`config.mk`:
```
export PLATFORM = sky130hd
export DESIGN_NAME = riscv_core
export DESIGN_NICKNAME = d
export VERILOG_FILES = /design/src/hw/rv_pkg.sv /design/src/hw/riscv_core.sv /design/src/hw/rv_alu.sv /design/src/hw/rv_decoder.sv /design/src/hw/rv_lsu.sv /design/src/hw/rv_pc_unit.sv /design/src/hw/rv_regfile.sv
export VERILOG_INCLUDE_DIRS = /design/src /design/src/include
export SDC_FILE = /design/constraint.sdc
export NUM_CORES = 2
export LEC_CHECK = 0
export ABC_CLOCK_PERIOD_IN_PS = 20200
export BUFFER_PORTS_ARGS = -buffer_cell sky130_fd_sc_hd__buf_4
export CORE_AREA = 3 3 515 517
export CTS_CLUSTER_DIAMETER = 120
export CTS_CLUSTER_SIZE = 10
export DETAILED_ROUTE_END_ITERATION = 7
export DIE_AREA = 0 0 518 520
export PLACE_DENSITY = 0.41
export RECOVER_POWER = 100
export SLEW_MARGIN = 20
export SYNTH_ARGS = -nofsm -noshare
export SYNTH_HDL_FRONTEND = slang
export SYNTH_SLANG_ARGS = --single-unit
```
`constraint.sdc`:
```
create_clock -name clk_i -period 20.2 [get_ports clk_i]
set_input_delay 3.03 -clock clk_i [delete_from_list [all_inputs] [get_ports clk_i]]
set_output_delay 3.03 -clock clk_i [all_outputs]
set_load 0.02 [all_outputs]
```
`src/include/rv_consts.svh`:
```
`ifndef RV_CONSTS_SVH
`define RV_CONSTS_SVH

// word width and register count
`define RV_XLEN     32
`define RV_NUM_REGS 32

// major opcodes of the kept instructions
`define RV_OP_LUI    7'b0110111
`define RV_OP_AUIPC  7'b0010111
`define RV_OP_JAL    7'b1101111
`define RV_OP_JALR   7'b1100111
`define RV_OP_BRANCH 7'b1100011
`define RV_OP_LOAD   7'b0000011
`define RV_OP_STORE  7'b0100011
`define RV_OP_IMM    7'b0010011
`define RV_OP_REG    7'b0110011
`define RV_OP_SYSTEM 7'b1110011

// branch conditions
`define RV_F3_BEQ  3'b000
`define RV_F3_BNE  3'b001
`define RV_F3_BLT  3'b100
`define RV_F3_BGE  3'b101
`define RV_F3_BLTU 3'b110
`define RV_F3_BGEU 3'b111

// load widths
`define RV_F3_LB  3'b000
`define RV_F3_LH  3'b001
`define RV_F3_LW  3'b010
`define RV_F3_LBU 3'b100
`define RV_F3_LHU 3'b101

// store widths
`define RV_F3_SB 3'b000
`define RV_F3_SH 3'b001
`define RV_F3_SW 3'b010

// arithmetic and logic funct3, shared by reg-reg and reg-imm
`define RV_F3_ADD  3'b000
`define RV_F3_SLL  3'b001
`define RV_F3_SLT  3'b010
`define RV_F3_SLTU 3'b011
`define RV_F3_XOR  3'b100
`define RV_F3_SRL  3'b101
`define RV_F3_OR   3'b110
`define RV_F3_AND  3'b111

// funct7 selects sub and sra
`define RV_F7_BASE 7'b0000000
`define RV_F7_ALT  7'b0100000

// alu operations
`define RV_ALU_ADD    4'd0
`define RV_ALU_SUB    4'd1
`define RV_ALU_SLL    4'd2
`define RV_ALU_SLT    4'd3
`define RV_ALU_SLTU   4'd4
`define RV_ALU_XOR    4'd5
`define RV_ALU_SRL    4'd6
`define RV_ALU_SRA    4'd7
`define RV_ALU_OR     4'd8
`define RV_ALU_AND    4'd9
`define RV_ALU_PASS_B 4'd10

// writeback source
`define RV_WB_ALU  2'd0
`define RV_WB_LOAD 2'd1
`define RV_WB_PC4  2'd2

// memory access size
`define RV_MEM_BYTE 2'd0
`define RV_MEM_HALF 2'd1
`define RV_MEM_WORD 2'd2

`endif

```
`src/hw/rv_pkg.sv`:
```
`include "rv_consts.svh"

package rv_pkg;

  // data word or byte address
  typedef logic [`RV_XLEN-1:0] word_t;

  // register index
  typedef logic [$clog2(`RV_NUM_REGS)-1:0] reg_addr_t;

  typedef logic [3:0] alu_op_t;
  typedef logic [1:0] wb_sel_t;
  typedef logic [1:0] mem_size_t;

  // one enable per byte lane of a word
  typedef logic [`RV_XLEN/8-1:0] byte_en_t;

  // decoded control for one instruction
  typedef struct packed {
    reg_addr_t rs1;
    reg_addr_t rs2;
    reg_addr_t rd;
    word_t     imm;
    alu_op_t   alu_op;
    logic      src_b_imm;
    logic      src_a_pc;
    logic      reg_write;
    wb_sel_t   wb_sel;
    logic      is_load;
    logic      is_store;
    mem_size_t mem_size;
    logic      load_unsigned;
    logic      is_branch;
    logic [2:0] branch_f3;
    logic      is_jal;
    logic      is_jalr;
    logic      halt;
  } ctrl_t;

  // data memory request, address always word aligned
  typedef struct packed {
    word_t    addr;
    word_t    wdata;
    byte_en_t byte_en;
  } dmem_req_t;

endpackage

```
`src/hw/riscv_core.sv`:
```
`include "rv_consts.svh"

module riscv_core (
  input  logic              clk_i,
  input  logic              rst_i,
  input  rv_pkg::word_t     insn_i,
  input  rv_pkg::word_t     load_data_i,
  output rv_pkg::word_t     pc_o,
  output rv_pkg::dmem_req_t dmem_o,
  output logic              halt_o
);

  rv_pkg::ctrl_t ctrl;
  rv_pkg::word_t rs1_data;
  rv_pkg::word_t rs2_data;
  rv_pkg::word_t alu_a;
  rv_pkg::word_t alu_b;
  rv_pkg::word_t alu_result;
  rv_pkg::word_t load_result;
  rv_pkg::word_t pc_plus4;
  rv_pkg::word_t wb_data;
  logic          reg_we;

  rv_decoder rv_decoder_i (
    .insn_i (insn_i),
    .ctrl_o (ctrl)
  );

  // no register write while reset is held
  assign reg_we = ctrl.reg_write && !rst_i;

  rv_regfile rv_regfile_i (
    .clk_i      (clk_i),
    .rst_i      (rst_i),
    .rs1_i      (ctrl.rs1),
    .rs2_i      (ctrl.rs2),
    .rd_i       (ctrl.rd),
    .we_i       (reg_we),
    .rd_data_i  (wb_data),
    .rs1_data_o (rs1_data),
    .rs2_data_o (rs2_data)
  );

  // auipc adds to the pc, immediates replace rs2
  assign alu_a = ctrl.src_a_pc ? pc_o : rs1_data;
  assign alu_b = ctrl.src_b_imm ? ctrl.imm : rs2_data;

  rv_alu rv_alu_i (
    .op_i     (ctrl.alu_op),
    .a_i      (alu_a),
    .b_i      (alu_b),
    .result_o (alu_result)
  );

  rv_lsu rv_lsu_i (
    .ctrl_i        (ctrl),
    .addr_i        (alu_result),
    .store_data_i  (rs2_data),
    .load_data_i   (load_data_i),
    .dmem_o        (dmem_o),
    .load_result_o (load_result)
  );

  rv_pc_unit rv_pc_unit_i (
    .clk_i      (clk_i),
    .rst_i      (rst_i),
    .ctrl_i     (ctrl),
    .rs1_data_i (rs1_data),
    .rs2_data_i (rs2_data),
    .pc_o       (pc_o),
    .pc_plus4_o (pc_plus4)
  );

  // writeback source, jumps link pc+4
  always_comb begin
    case (ctrl.wb_sel)
      `RV_WB_LOAD: wb_data = load_result;
      `RV_WB_PC4:  wb_data = pc_plus4;
      default:     wb_data = alu_result;
    endcase
  end

  assign halt_o = ctrl.halt;

endmodule

```
`src/hw/rv_alu.sv`:
```
`include "rv_consts.svh"

module rv_alu (
  input  rv_pkg::alu_op_t op_i,
  input  rv_pkg::word_t   a_i,
  input  rv_pkg::word_t   b_i,
  output rv_pkg::word_t   result_o
);

  logic [4:0] shamt;
  logic       lt_signed;
  logic       lt_unsigned;

  assign shamt       = b_i[4:0];
  assign lt_signed   = $signed(a_i) < $signed(b_i);
  assign lt_unsigned = a_i < b_i;

  always_comb begin
    case (op_i)
      `RV_ALU_ADD:    result_o = a_i + b_i;
      `RV_ALU_SUB:    result_o = a_i - b_i;
      `RV_ALU_SLL:    result_o = a_i << shamt;
      `RV_ALU_SLT:    result_o = rv_pkg::word_t'(lt_signed);
      `RV_ALU_SLTU:   result_o = rv_pkg::word_t'(lt_unsigned);
      `RV_ALU_XOR:    result_o = a_i ^ b_i;
      `RV_ALU_SRL:    result_o = a_i >> shamt;
      `RV_ALU_SRA:    result_o = rv_pkg::word_t'($signed(a_i) >>> shamt);
      `RV_ALU_OR:     result_o = a_i | b_i;
      `RV_ALU_AND:    result_o = a_i & b_i;
      // lui carries its upper immediate through
      `RV_ALU_PASS_B: result_o = b_i;
      default:        result_o = '0;
    endcase
  end

endmodule

```
`src/hw/rv_decoder.sv`:
```
`include "rv_consts.svh"

module rv_decoder (
  input  rv_pkg::word_t insn_i,
  output rv_pkg::ctrl_t ctrl_o
);

  logic [6:0] opcode;
  logic [2:0] funct3;
  logic [6:0] funct7;

  rv_pkg::word_t imm_i;
  rv_pkg::word_t imm_s;
  rv_pkg::word_t imm_b;
  rv_pkg::word_t imm_j;
  rv_pkg::word_t imm_u;

  assign opcode = insn_i[6:0];
  assign funct3 = insn_i[14:12];
  assign funct7 = insn_i[31:25];

  // sign-extended immediates for each format
  assign imm_i = {{20{insn_i[31]}}, insn_i[31:20]};
  assign imm_s = {{20{insn_i[31]}}, insn_i[31:25], insn_i[11:7]};
  assign imm_b = {{19{insn_i[31]}}, insn_i[31], insn_i[7], insn_i[30:25], insn_i[11:8], 1'b0};
  assign imm_j = {{11{insn_i[31]}}, insn_i[31], insn_i[19:12], insn_i[20], insn_i[30:21], 1'b0};
  assign imm_u = {insn_i[31:12], 12'b0};

  always_comb begin
    ctrl_o               = '0;
    ctrl_o.rs1           = insn_i[19:15];
    ctrl_o.rs2           = insn_i[24:20];
    ctrl_o.rd            = insn_i[11:7];
    ctrl_o.branch_f3     = funct3;
    ctrl_o.alu_op        = `RV_ALU_ADD;
    ctrl_o.wb_sel        = `RV_WB_ALU;
    ctrl_o.mem_size      = `RV_MEM_WORD;
    ctrl_o.imm           = imm_i;

    case (opcode)
      `RV_OP_LUI: begin
        ctrl_o.imm       = imm_u;
        ctrl_o.alu_op    = `RV_ALU_PASS_B;
        ctrl_o.src_b_imm = 1'b1;
        ctrl_o.reg_write = 1'b1;
      end
      `RV_OP_AUIPC: begin
        ctrl_o.imm       = imm_u;
        ctrl_o.src_a_pc  = 1'b1;
        ctrl_o.src_b_imm = 1'b1;
        ctrl_o.reg_write = 1'b1;
      end
      `RV_OP_JAL: begin
        ctrl_o.imm       = imm_j;
        ctrl_o.is_jal    = 1'b1;
        ctrl_o.reg_write = 1'b1;
        ctrl_o.wb_sel    = `RV_WB_PC4;
      end
      `RV_OP_JALR: begin
        ctrl_o.is_jalr   = 1'b1;
        ctrl_o.reg_write = 1'b1;
        ctrl_o.wb_sel    = `RV_WB_PC4;
      end
      `RV_OP_BRANCH: begin
        ctrl_o.imm       = imm_b;
        ctrl_o.is_branch = 1'b1;
      end
      `RV_OP_LOAD: begin
        ctrl_o.src_b_imm = 1'b1;
        ctrl_o.wb_sel    = `RV_WB_LOAD;
        ctrl_o.is_load   = 1'b1;
        ctrl_o.reg_write = 1'b1;
        case (funct3)
          `RV_F3_LB:  ctrl_o.mem_size = `RV_MEM_BYTE;
          `RV_F3_LH:  ctrl_o.mem_size = `RV_MEM_HALF;
          `RV_F3_LW:  ctrl_o.mem_size = `RV_MEM_WORD;
          `RV_F3_LBU: begin
            ctrl_o.mem_size      = `RV_MEM_BYTE;
            ctrl_o.load_unsigned = 1'b1;
          end
          `RV_F3_LHU: begin
            ctrl_o.mem_size      = `RV_MEM_HALF;
            ctrl_o.load_unsigned = 1'b1;
          end
          default: begin
            ctrl_o.is_load   = 1'b0;
            ctrl_o.reg_write = 1'b0;
          end
        endcase
      end
      `RV_OP_STORE: begin
        ctrl_o.imm       = imm_s;
        ctrl_o.src_b_imm = 1'b1;
        ctrl_o.is_store  = 1'b1;
        case (funct3)
          `RV_F3_SB: ctrl_o.mem_size = `RV_MEM_BYTE;
          `RV_F3_SH: ctrl_o.mem_size = `RV_MEM_HALF;
          `RV_F3_SW: ctrl_o.mem_size = `RV_MEM_WORD;
          default:   ctrl_o.is_store = 1'b0;
        endcase
      end
      `RV_OP_IMM: begin
        ctrl_o.src_b_imm = 1'b1;
        ctrl_o.reg_write = 1'b1;
        case (funct3)
          `RV_F3_ADD:  ctrl_o.alu_op = `RV_ALU_ADD;
          `RV_F3_SLT:  ctrl_o.alu_op = `RV_ALU_SLT;
          `RV_F3_SLTU: ctrl_o.alu_op = `RV_ALU_SLTU;
          `RV_F3_XOR:  ctrl_o.alu_op = `RV_ALU_XOR;
          `RV_F3_OR:   ctrl_o.alu_op = `RV_ALU_OR;
          `RV_F3_AND:  ctrl_o.alu_op = `RV_ALU_AND;
          `RV_F3_SLL: begin
            ctrl_o.alu_op    = `RV_ALU_SLL;
            ctrl_o.reg_write = (funct7 == `RV_F7_BASE);
          end
          default: begin
            // srli or srai, picked by funct7
            ctrl_o.alu_op    = (funct7 == `RV_F7_ALT) ? `RV_ALU_SRA : `RV_ALU_SRL;
            ctrl_o.reg_write = (funct7 == `RV_F7_BASE) || (funct7 == `RV_F7_ALT);
          end
        endcase
      end
      `RV_OP_REG: begin
        if (funct7 == `RV_F7_BASE) begin
          ctrl_o.reg_write = 1'b1;
          case (funct3)
            `RV_F3_ADD:  ctrl_o.alu_op = `RV_ALU_ADD;
            `RV_F3_SLL:  ctrl_o.alu_op = `RV_ALU_SLL;
            `RV_F3_SLT:  ctrl_o.alu_op = `RV_ALU_SLT;
            `RV_F3_SLTU: ctrl_o.alu_op = `RV_ALU_SLTU;
            `RV_F3_XOR:  ctrl_o.alu_op = `RV_ALU_XOR;
            `RV_F3_SRL:  ctrl_o.alu_op = `RV_ALU_SRL;
            `RV_F3_OR:   ctrl_o.alu_op = `RV_ALU_OR;
            default:     ctrl_o.alu_op = `RV_ALU_AND;
          endcase
        end else if (funct7 == `RV_F7_ALT) begin
          // only sub and sra use the alternate funct7
          if (funct3 == `RV_F3_ADD) begin
            ctrl_o.alu_op    = `RV_ALU_SUB;
            ctrl_o.reg_write = 1'b1;
          end else if (funct3 == `RV_F3_SRL) begin
            ctrl_o.alu_op    = `RV_ALU_SRA;
            ctrl_o.reg_write = 1'b1;
          end
        end
      end
      `RV_OP_SYSTEM: begin
        ctrl_o.halt = (insn_i[31:7] == '0);
      end
      default: begin
        // unknown opcode, fence included, leaves all state alone
      end
    endcase
  end

endmodule

```
`src/hw/rv_lsu.sv`:
```
`include "rv_consts.svh"

module rv_lsu (
  input  rv_pkg::ctrl_t     ctrl_i,
  input  rv_pkg::word_t     addr_i,
  input  rv_pkg::word_t     store_data_i,
  input  rv_pkg::word_t     load_data_i,
  output rv_pkg::dmem_req_t dmem_o,
  output rv_pkg::word_t     load_result_o
);

  logic [1:0]  offset;
  logic [7:0]  load_byte;
  logic [15:0] load_half;

  assign offset      = addr_i[1:0];
  assign dmem_o.addr = {addr_i[31:2], 2'b00};

  // store lane placement
  always_comb begin
    dmem_o.wdata   = '0;
    dmem_o.byte_en = '0;
    if (ctrl_i.is_store) begin
      case (ctrl_i.mem_size)
        `RV_MEM_BYTE: begin
          dmem_o.wdata   = {4{store_data_i[7:0]}};
          dmem_o.byte_en = 4'b0001 << offset;
        end
        `RV_MEM_HALF: begin
          dmem_o.wdata = {2{store_data_i[15:0]}};
          if (offset == 2'b00) begin
            dmem_o.byte_en = 4'b0011;
          end else if (offset == 2'b10) begin
            dmem_o.byte_en = 4'b1100;
          end
        end
        default: begin
          dmem_o.wdata = store_data_i;
          if (offset == 2'b00) begin
            dmem_o.byte_en = 4'b1111;
          end
        end
      endcase
    end
  end

  // load lane selection
  always_comb begin
    case (offset)
      2'b00:   load_byte = load_data_i[7:0];
      2'b01:   load_byte = load_data_i[15:8];
      2'b10:   load_byte = load_data_i[23:16];
      default: load_byte = load_data_i[31:24];
    endcase
  end

  assign load_half = offset[1] ? load_data_i[31:16] : load_data_i[15:0];

  always_comb begin
    load_result_o = '0;
    if (ctrl_i.is_load) begin
      case (ctrl_i.mem_size)
        `RV_MEM_BYTE: begin
          load_result_o = {{24{load_byte[7] & ~ctrl_i.load_unsigned}}, load_byte};
        end
        `RV_MEM_HALF: begin
          if (!offset[0]) begin
            load_result_o = {{16{load_half[15] & ~ctrl_i.load_unsigned}}, load_half};
          end
        end
        default: begin
          if (offset == 2'b00) begin
            load_result_o = load_data_i;
          end
        end
      endcase
    end
  end

endmodule

```
`src/hw/rv_pc_unit.sv`:
```
`include "rv_consts.svh"

module rv_pc_unit (
  input  logic          clk_i,
  input  logic          rst_i,
  input  rv_pkg::ctrl_t ctrl_i,
  input  rv_pkg::word_t rs1_data_i,
  input  rv_pkg::word_t rs2_data_i,
  output rv_pkg::word_t pc_o,
  output rv_pkg::word_t pc_plus4_o
);

  rv_pkg::word_t pc_q;
  rv_pkg::word_t pc_next;
  rv_pkg::word_t jalr_target;
  logic          cond;
  logic          taken;

  assign pc_o        = pc_q;
  assign pc_plus4_o  = pc_q + 32'd4;
  assign jalr_target = rs1_data_i + ctrl_i.imm;

  always_comb begin
    case (ctrl_i.branch_f3)
      `RV_F3_BEQ:  cond = (rs1_data_i == rs2_data_i);
      `RV_F3_BNE:  cond = (rs1_data_i != rs2_data_i);
      `RV_F3_BLT:  cond = ($signed(rs1_data_i) < $signed(rs2_data_i));
      `RV_F3_BGE:  cond = ($signed(rs1_data_i) >= $signed(rs2_data_i));
      `RV_F3_BLTU: cond = (rs1_data_i < rs2_data_i);
      `RV_F3_BGEU: cond = (rs1_data_i >= rs2_data_i);
      default:     cond = 1'b0;
    endcase
  end

  assign taken = ctrl_i.is_branch && cond;

  always_comb begin
    if (ctrl_i.is_jalr) begin
      pc_next = {jalr_target[31:1], 1'b0};
    end else if (ctrl_i.is_jal || taken) begin
      pc_next = pc_q + ctrl_i.imm;
    end else begin
      pc_next = pc_plus4_o;
    end
  end

  always_ff @(posedge clk_i) begin
    if (rst_i) begin
      pc_q <= '0;
    end else begin
      pc_q <= pc_next;
    end
  end

endmodule

```
`src/hw/rv_regfile.sv`:
```
`include "rv_consts.svh"

module rv_regfile (
  input  logic              clk_i,
  input  logic              rst_i,
  input  rv_pkg::reg_addr_t rs1_i,
  input  rv_pkg::reg_addr_t rs2_i,
  input  rv_pkg::reg_addr_t rd_i,
  input  logic              we_i,
  input  rv_pkg::word_t     rd_data_i,
  output rv_pkg::word_t     rs1_data_o,
  output rv_pkg::word_t     rs2_data_o
);

  // x0 has no storage
  rv_pkg::word_t regs [1:`RV_NUM_REGS-1];

  assign rs1_data_o = (rs1_i == '0) ? '0 : regs[rs1_i];
  assign rs2_data_o = (rs2_i == '0) ? '0 : regs[rs2_i];

  always_ff @(posedge clk_i) begin
    if (rst_i) begin
      for (int i = 1; i < `RV_NUM_REGS; i++) begin
        regs[i] <= '0;
      end
    end else if (we_i && (rd_i != '0)) begin
      regs[rd_i] <= rd_data_i;
    end
  end

endmodule

```
======== Word-level counts from Yosys, hierarchy flattened ========
Memory sizes are Yosys's and may differ from the RTL's.
Cells that the tools add are included.
storage, ports and cells
  register bits ........................... 32
  memory bits (writable) .................. 992
  word-level logic and storage cells ...... 145
  memories ................................ 1
operators by class
  add/sub/neg operators ................... 5
  magnitude comparators ................... 6
  equal/unequal tests ..................... 35
  shift-type cells ........................ 4
  multiplexer cells ....................... 59
  bitwise operators ....................... 6
  reduce and logical (&&, ||, !) cells .... 27
memories
  name               words  width  read ports  clocked after memory_dff  write ports  line              text
  rv_regfile_i.regs  31     32     2           0                         31           rv_regfile.sv:16  rv_pkg::word_t regs [1:`RV_NUM_REGS-1];
operators with widths
  kind                                                                    count
  32-bit case mux with 11 select lines                                    1
  32-bit 2-to-1 mux                                                       10
  32-bit less-than comparator                                             4
  32-bit case mux with 2 select lines                                     2
  31-bit case mux with 4 select lines                                     1
  32-bit adder                                                            3
  36-bit case mux with 2 select lines                                     1
  32-bit greater-or-equal comparator                                      2
  4-bit case mux with 7 select lines                                      2
  36-bit 2-to-1 mux                                                       1
  32-bit by 3-bit adder with 32-bit output (second input constant)        1
  32-bit AND                                                              1
  32-bit equality test                                                    1
  32-bit inequality test                                                  1
  32-bit OR                                                               1
  32-bit OR reduction                                                     1
  32-bit by 5-bit << shifter with 32-bit output                           1
  32-bit by 5-bit >> shifter with 32-bit output                           1
  32-bit by 5-bit >>> shifter with 32-bit output                          1
  32-bit subtractor                                                       1
  32-bit XOR                                                              1
  7-bit by 6-bit equality test with 1-bit output (second input constant)  4
  7-bit equality test (second input constant)                             4
  25-bit logical NOT                                                      1
  39 further kinds                                                        95

======== Depth between registers and ports, before layout ========
  word-level depth ........................ 15
  gate-level depth with buffers ........... 33
  mapped depth without buffers ............ 23

======== Cells and area by module ========
Synthesis repeated with hierarchy kept, for this count alone.
second synthesis, totals
  cells, all modules ...................... 6,298
  area total of the unflattened synthesis .. 73,615.6 µm²
by module, submodules not included
  module      instances  cells an instance  area an instance (µm²)  sequential area each (µm²)
  rv_regfile  1          3,500              54,217.0                30,749.5
  rv_alu      1          1,416              9,085.0                 0.0
  rv_pc_unit  1          781                5,993.2                 640.6
  rv_lsu      1          278                1,699.1                 0.0
  riscv_core  1          186                1,686.6                 0.0
  rv_decoder  1          137                934.6                   0.0

======== Worst setup path before layout ========
No wires, ideal clock.
  path type ............................... input to output
  start point ............................. in insn_i[20]
  end point ............................... out dmem_o[1] (netlist bit)
  data arrival time ....................... 10.439 ns
  path slack .............................. 6.731 ns
  stages on the path ...................... 26
  path buffers ............................ 10
  cells stage by stage .................... buf_2 > buf_2 > buf_2 > buf_2 > buf_2 > buf_2 > buf_2 > clkbuf_1 > buf_1 > mux4_2 > mux4_2 > mux2i_1 > nor2_1 > inv_1 > nand2_1 > o21a_1 > ha_1 > or4_1 > o31ai_1 > and4_1 > o21ai_0 > a211oi_1 > o21a_1 > buf_1 > xnor2_1 > nor3_1
RTL lines
  what                line             text
  start: declaration  riscv_core.sv:6  input rv_pkg::word_t insn_i,
  end: declaration    riscv_core.sv:9  output rv_pkg::dmem_req_t dmem_o,

==> impl_metrics.csv <==
group,metric,value,unit
pwr,power.density,87.0,nW/um2
timing,fmax,58.9,MHz
worst_hold_path,min_to,"rv_pc_unit_i.pc_o[1]",
drt,dr.pass1.iters,7,
clock_network,clockBufferDepth,3,
yosys,synth_flop_cell,"edfxtp_1",
yosys,synth_top_area_frac,0.437,
yosys,avgSynthCellArea,11.2,um2
clock_network,cts_hold_buf,0,
drt,post-route-drc-count,0,
worst_hold_path,holdPathStages,2,
setup_path,crit_type,"input pin to output pin",
cells_and_area,fillers,26900,
drt,wirelength,362,mm
drt,avgRoutedWirePerCell,36.8,um
setup_path,reg2reg_from,"rv_regfile_i.regs[25][0]",
clock_network,insertion_delay,0.79,ns
yosys,syn_inst,6282,
clock_network,clock_sinks,1056,
placed_design,portBuffers,164,
global_route,grtUsageTotal,0.260,
cells_and_area,layout.cells.non_filler,9829,
yosys,ys_seq_area_frac,0.447,
placed_design,placedCellCount,9659,
yosys,synth.distinct_cells,97,
cells_and_area,fin_nets,6526,
worst_hold_path,min_path_type,"flip-flop to flip-flop",
clock_network,cts_buffers,117,
die,placementRows,188,
global_route,grt_max_degree,98,
cells_and_area,drive_above_1_share,0.165,
timing,relSlewSlack,-1.71,
global_route,grt_pass1_vias,56700,
setup_path,crit_path_end_kind,"output pin",
clock_network,cts_tree,"done",
drt,num_vias,58200,
yosys,synth_area,70300,um2
pwr,switching_share,0.386,
drt,antenna_left,0,
global_route,grt_pass1_wl,493,mm
pwr,peakVddDrop,0.0695,mV
timing,period_share,0.841,
yosys,yosys_warnings,0,
die,ioPinCount,167,
cells_and_area,utilization,0.300,
pwr,seq_power_share,0.374,
drt,viasPerCell,5.92,
yosys,ys_async_sr_fraction,0,
setup_path,critPathRequiredTime,17.17,ns
global_route,antenna_found_initial,25,
placed_design,dpl_cell_area,76000,um2
yosys,synth_edf_count,1024,
pwr,p_int,4.19,mW
die,dieArea,269000,um2
status,outcome,"complete, but fails checks",
yosys,synth_area_leaders,"edfxtp_1 44%, mux4_2 16%, nor2_1 6.4%",
pwr,leakagePower,28.7,nW
setup_path,cp.arrival,13.96,ns
die,die_x,518,um
die,core-area,262000,um2
timing,final-setup-viol-count,0,
cells_and_area,syn2layout_area_growth,11.6,%
yosys,yosys.cell_count.top_type,"nor2_1",
yosys,ys_ff_latch,1056,
clock_network,cts-root-buf,"clkbuf_16",
pwr,p_switching,2.64,mW
clock_network,cts-htree-levels,3,
die,initial_core_util,0.269,
run,max_cap_viol_count,88,
status,violations,"max-capacitance violations, max-slew violations",
setup_path,r2r_cells,25,
timing,skew,0.0575,ns
cells_and_area,stdcell_area,78500,um2
clock_network,path_clk_slew,0.05,ns
setup_path,rr_endpoint,"rv_regfile_i.regs[30][28]",
placed_design,dpl.hpwl,246,mm
timing,finalSetupTns,0,ns
timing,setup_slack,3.21,ns
timing,rsz0062_at_grt,"no",
die,die_y,520,um
placed_design,pre_cts_ws,5.52,ns
setup_path,cp-start-kind,"input pin",
timing,worst-slew-pin-transition,4.06,ns
timing,hold_viol_final,0,
pwr,power_frac_comb,0.338,
worst_hold_path,hold_start,"rv_pc_unit_i.pc_o[1]",
drt,drtIter0Drc,7811,
setup_path,reg2reg_slack,8.91,ns
yosys,synth_common_cells,"1,207 x nor2_1, 1,024 x edfxtp_1, 490 x mux4_2",
timing,finalMaxSlewViolations,2763,
placed_design,gp_congestion,0.982,
timing,fin_crit,16.99,ns
clock_network,postCtsSetupBuffers,0,
yosys,yosys.area.top_type,"edfxtp_1",
clock_network,cts_resized,0,
global_route,overflow,0,
setup_path,critPathMaxFanout,36,
pwr,clkPwrFrac,0.288,
cell type report:
class / instances / area [um2] / share of cell area
diodes: 11 / 27.5 / 0.000351
multi-input cells: 4502 / 36300 / 0.463
clock inverters: 10 / 136 / 0.00174
well taps: 3515 / 4400 / 0.0560
repair buffers: 401 / 2430 / 0.0310
inverters: 185 / 694 / 0.00885
flip-flops and latches: 1056 / 31400 / 0.400
clock buffers: 149 / 3070 / 0.0391
power groups by stage:
stage	Combinational, mW	Clock, mW	Sequential [mW]
final	2.31	1.97	2.56
after floorplan	1.35	0	2.57
after global routing	2.41	2.08	2.56
after CTS	2.30	2.00	2.55
after detailed placement	2.29	0	2.59
after global placement	2.30	0	2.59
state kept, by name, summed over array words and instances, names as in the netlist, named ones only:
signal	cells
rv_regfile_i.regs	1024
rv_pc_unit_i.pc_o	31
logic make-up (layout without fill, tap and decap cells):
family | after synthesis | after routing | synth area share
xor+xnor | 90 | 90 | 0.0112
fa+ha+maj | 197 | 197 | 0.0355
other cells | 1 | 45 | 0.0000533
mux | 810 | 810 | 0.203
flops | 1056 | 1056 | 0.447
buf+inv | 757 | 745 | 0.0445
compound gates | 1332 | 1332 | 0.134
simple gates | 2039 | 2039 | 0.125
cells in the final DEF, fill, tap and decap left out, types with 32 or more instances in the layout:
| cell type | instances |
|---|---|
| a211oi_1 | 129 |
| a21o_1 | 96 |
| a21oi_1 | 319 |
| a22o_1 | 34 |
| a22oi_1 | 64 |
| and3_1 | 55 |
| buf_4 | 219 |
| clkbuf_1 | 204 |
| clkbuf_16 | 118 |
| conb_1 | 34 |
| dfxtp_1 | 32 |
| edfxtp_1 | 1024 |
| ha_1 | 193 |
| inv_1 | 172 |
| mux2_2 | 44 |
| mux2i_1 | 274 |
| mux4_2 | 490 |
| nand2_1 | 313 |
| nand2b_1 | 55 |
| nand3_1 | 75 |
| nand4_1 | 66 |
| nor2_1 | 1201 |
| nor3_1 | 75 |
| o21a_1 | 42 |
| o21ai_0 | 158 |
| o22ai_1 | 54 |
| xnor2_1 | 47 |
| xor2_1 | 43 |
worst max-delay path by stage:
| stage | slack, ns | from | cells past startpoint | endpoint |
|---|---|---|---|---|
| after floorplan | 6.73 | insn_i[20] | 26 | dmem_o[1] |
| after global placement | 5.47 | insn_i[20] | 23 | dmem_o[3] |
| after detailed placement | 5.52 | insn_i[20] | 23 | dmem_o[3] |
| after CTS | 5.50 | insn_i[20] | 23 | dmem_o[3] |
| after global routing | 2.71 | insn_i[22] | 25 | dmem_o[3] |
| final | 3.21 | insn_i[22] | 25 | dmem_o[3] |
per-stage QoR:
stage               hold slack [ns]  power [mW]
floorplan                     0.574        3.92
global placement              0.619        4.89
detailed placement            0.612        4.89
CTS                           0.618        6.85
global route                  0.672        7.05
finish                        0.619        6.83
worst max-delay path, stage by stage:
cell      delay [ns]
buf_6           0.29
clkbuf_1        2.88
nor2_1          0.84
a22oi_1         0.41
nand3_1         0.33
nand4_1         0.23
buf_4           0.37
a21o_1          1.05
fa_1            0.41
nor2b_1         0.06
o21a_1          0.18
o21ai_0         0.25
a21oi_1         0.18
o31ai_1         0.44
o31ai_1         0.18
clkbuf_1        0.24
and4_1          0.27
o21ai_0         0.46
a211oi_1        0.33
o21ai_2         0.20
buf_4           0.28
nand2b_1        0.16
o32a_1          0.33
nor2_1          0.23
buf_4           0.24
per-layer routing:
layer | routed length [um] | track usage | part of all wire
met1 | 145000 | 0.341 | 0.40
met2 | 166000 | 0.420 | 0.46
met3 | 28000 | 0.0377 | 0.078
met4 | 22100 | 0.132 | 0.061
met5 | 76 | 0 | 0.00021
(Power assumes the default switching activity.)
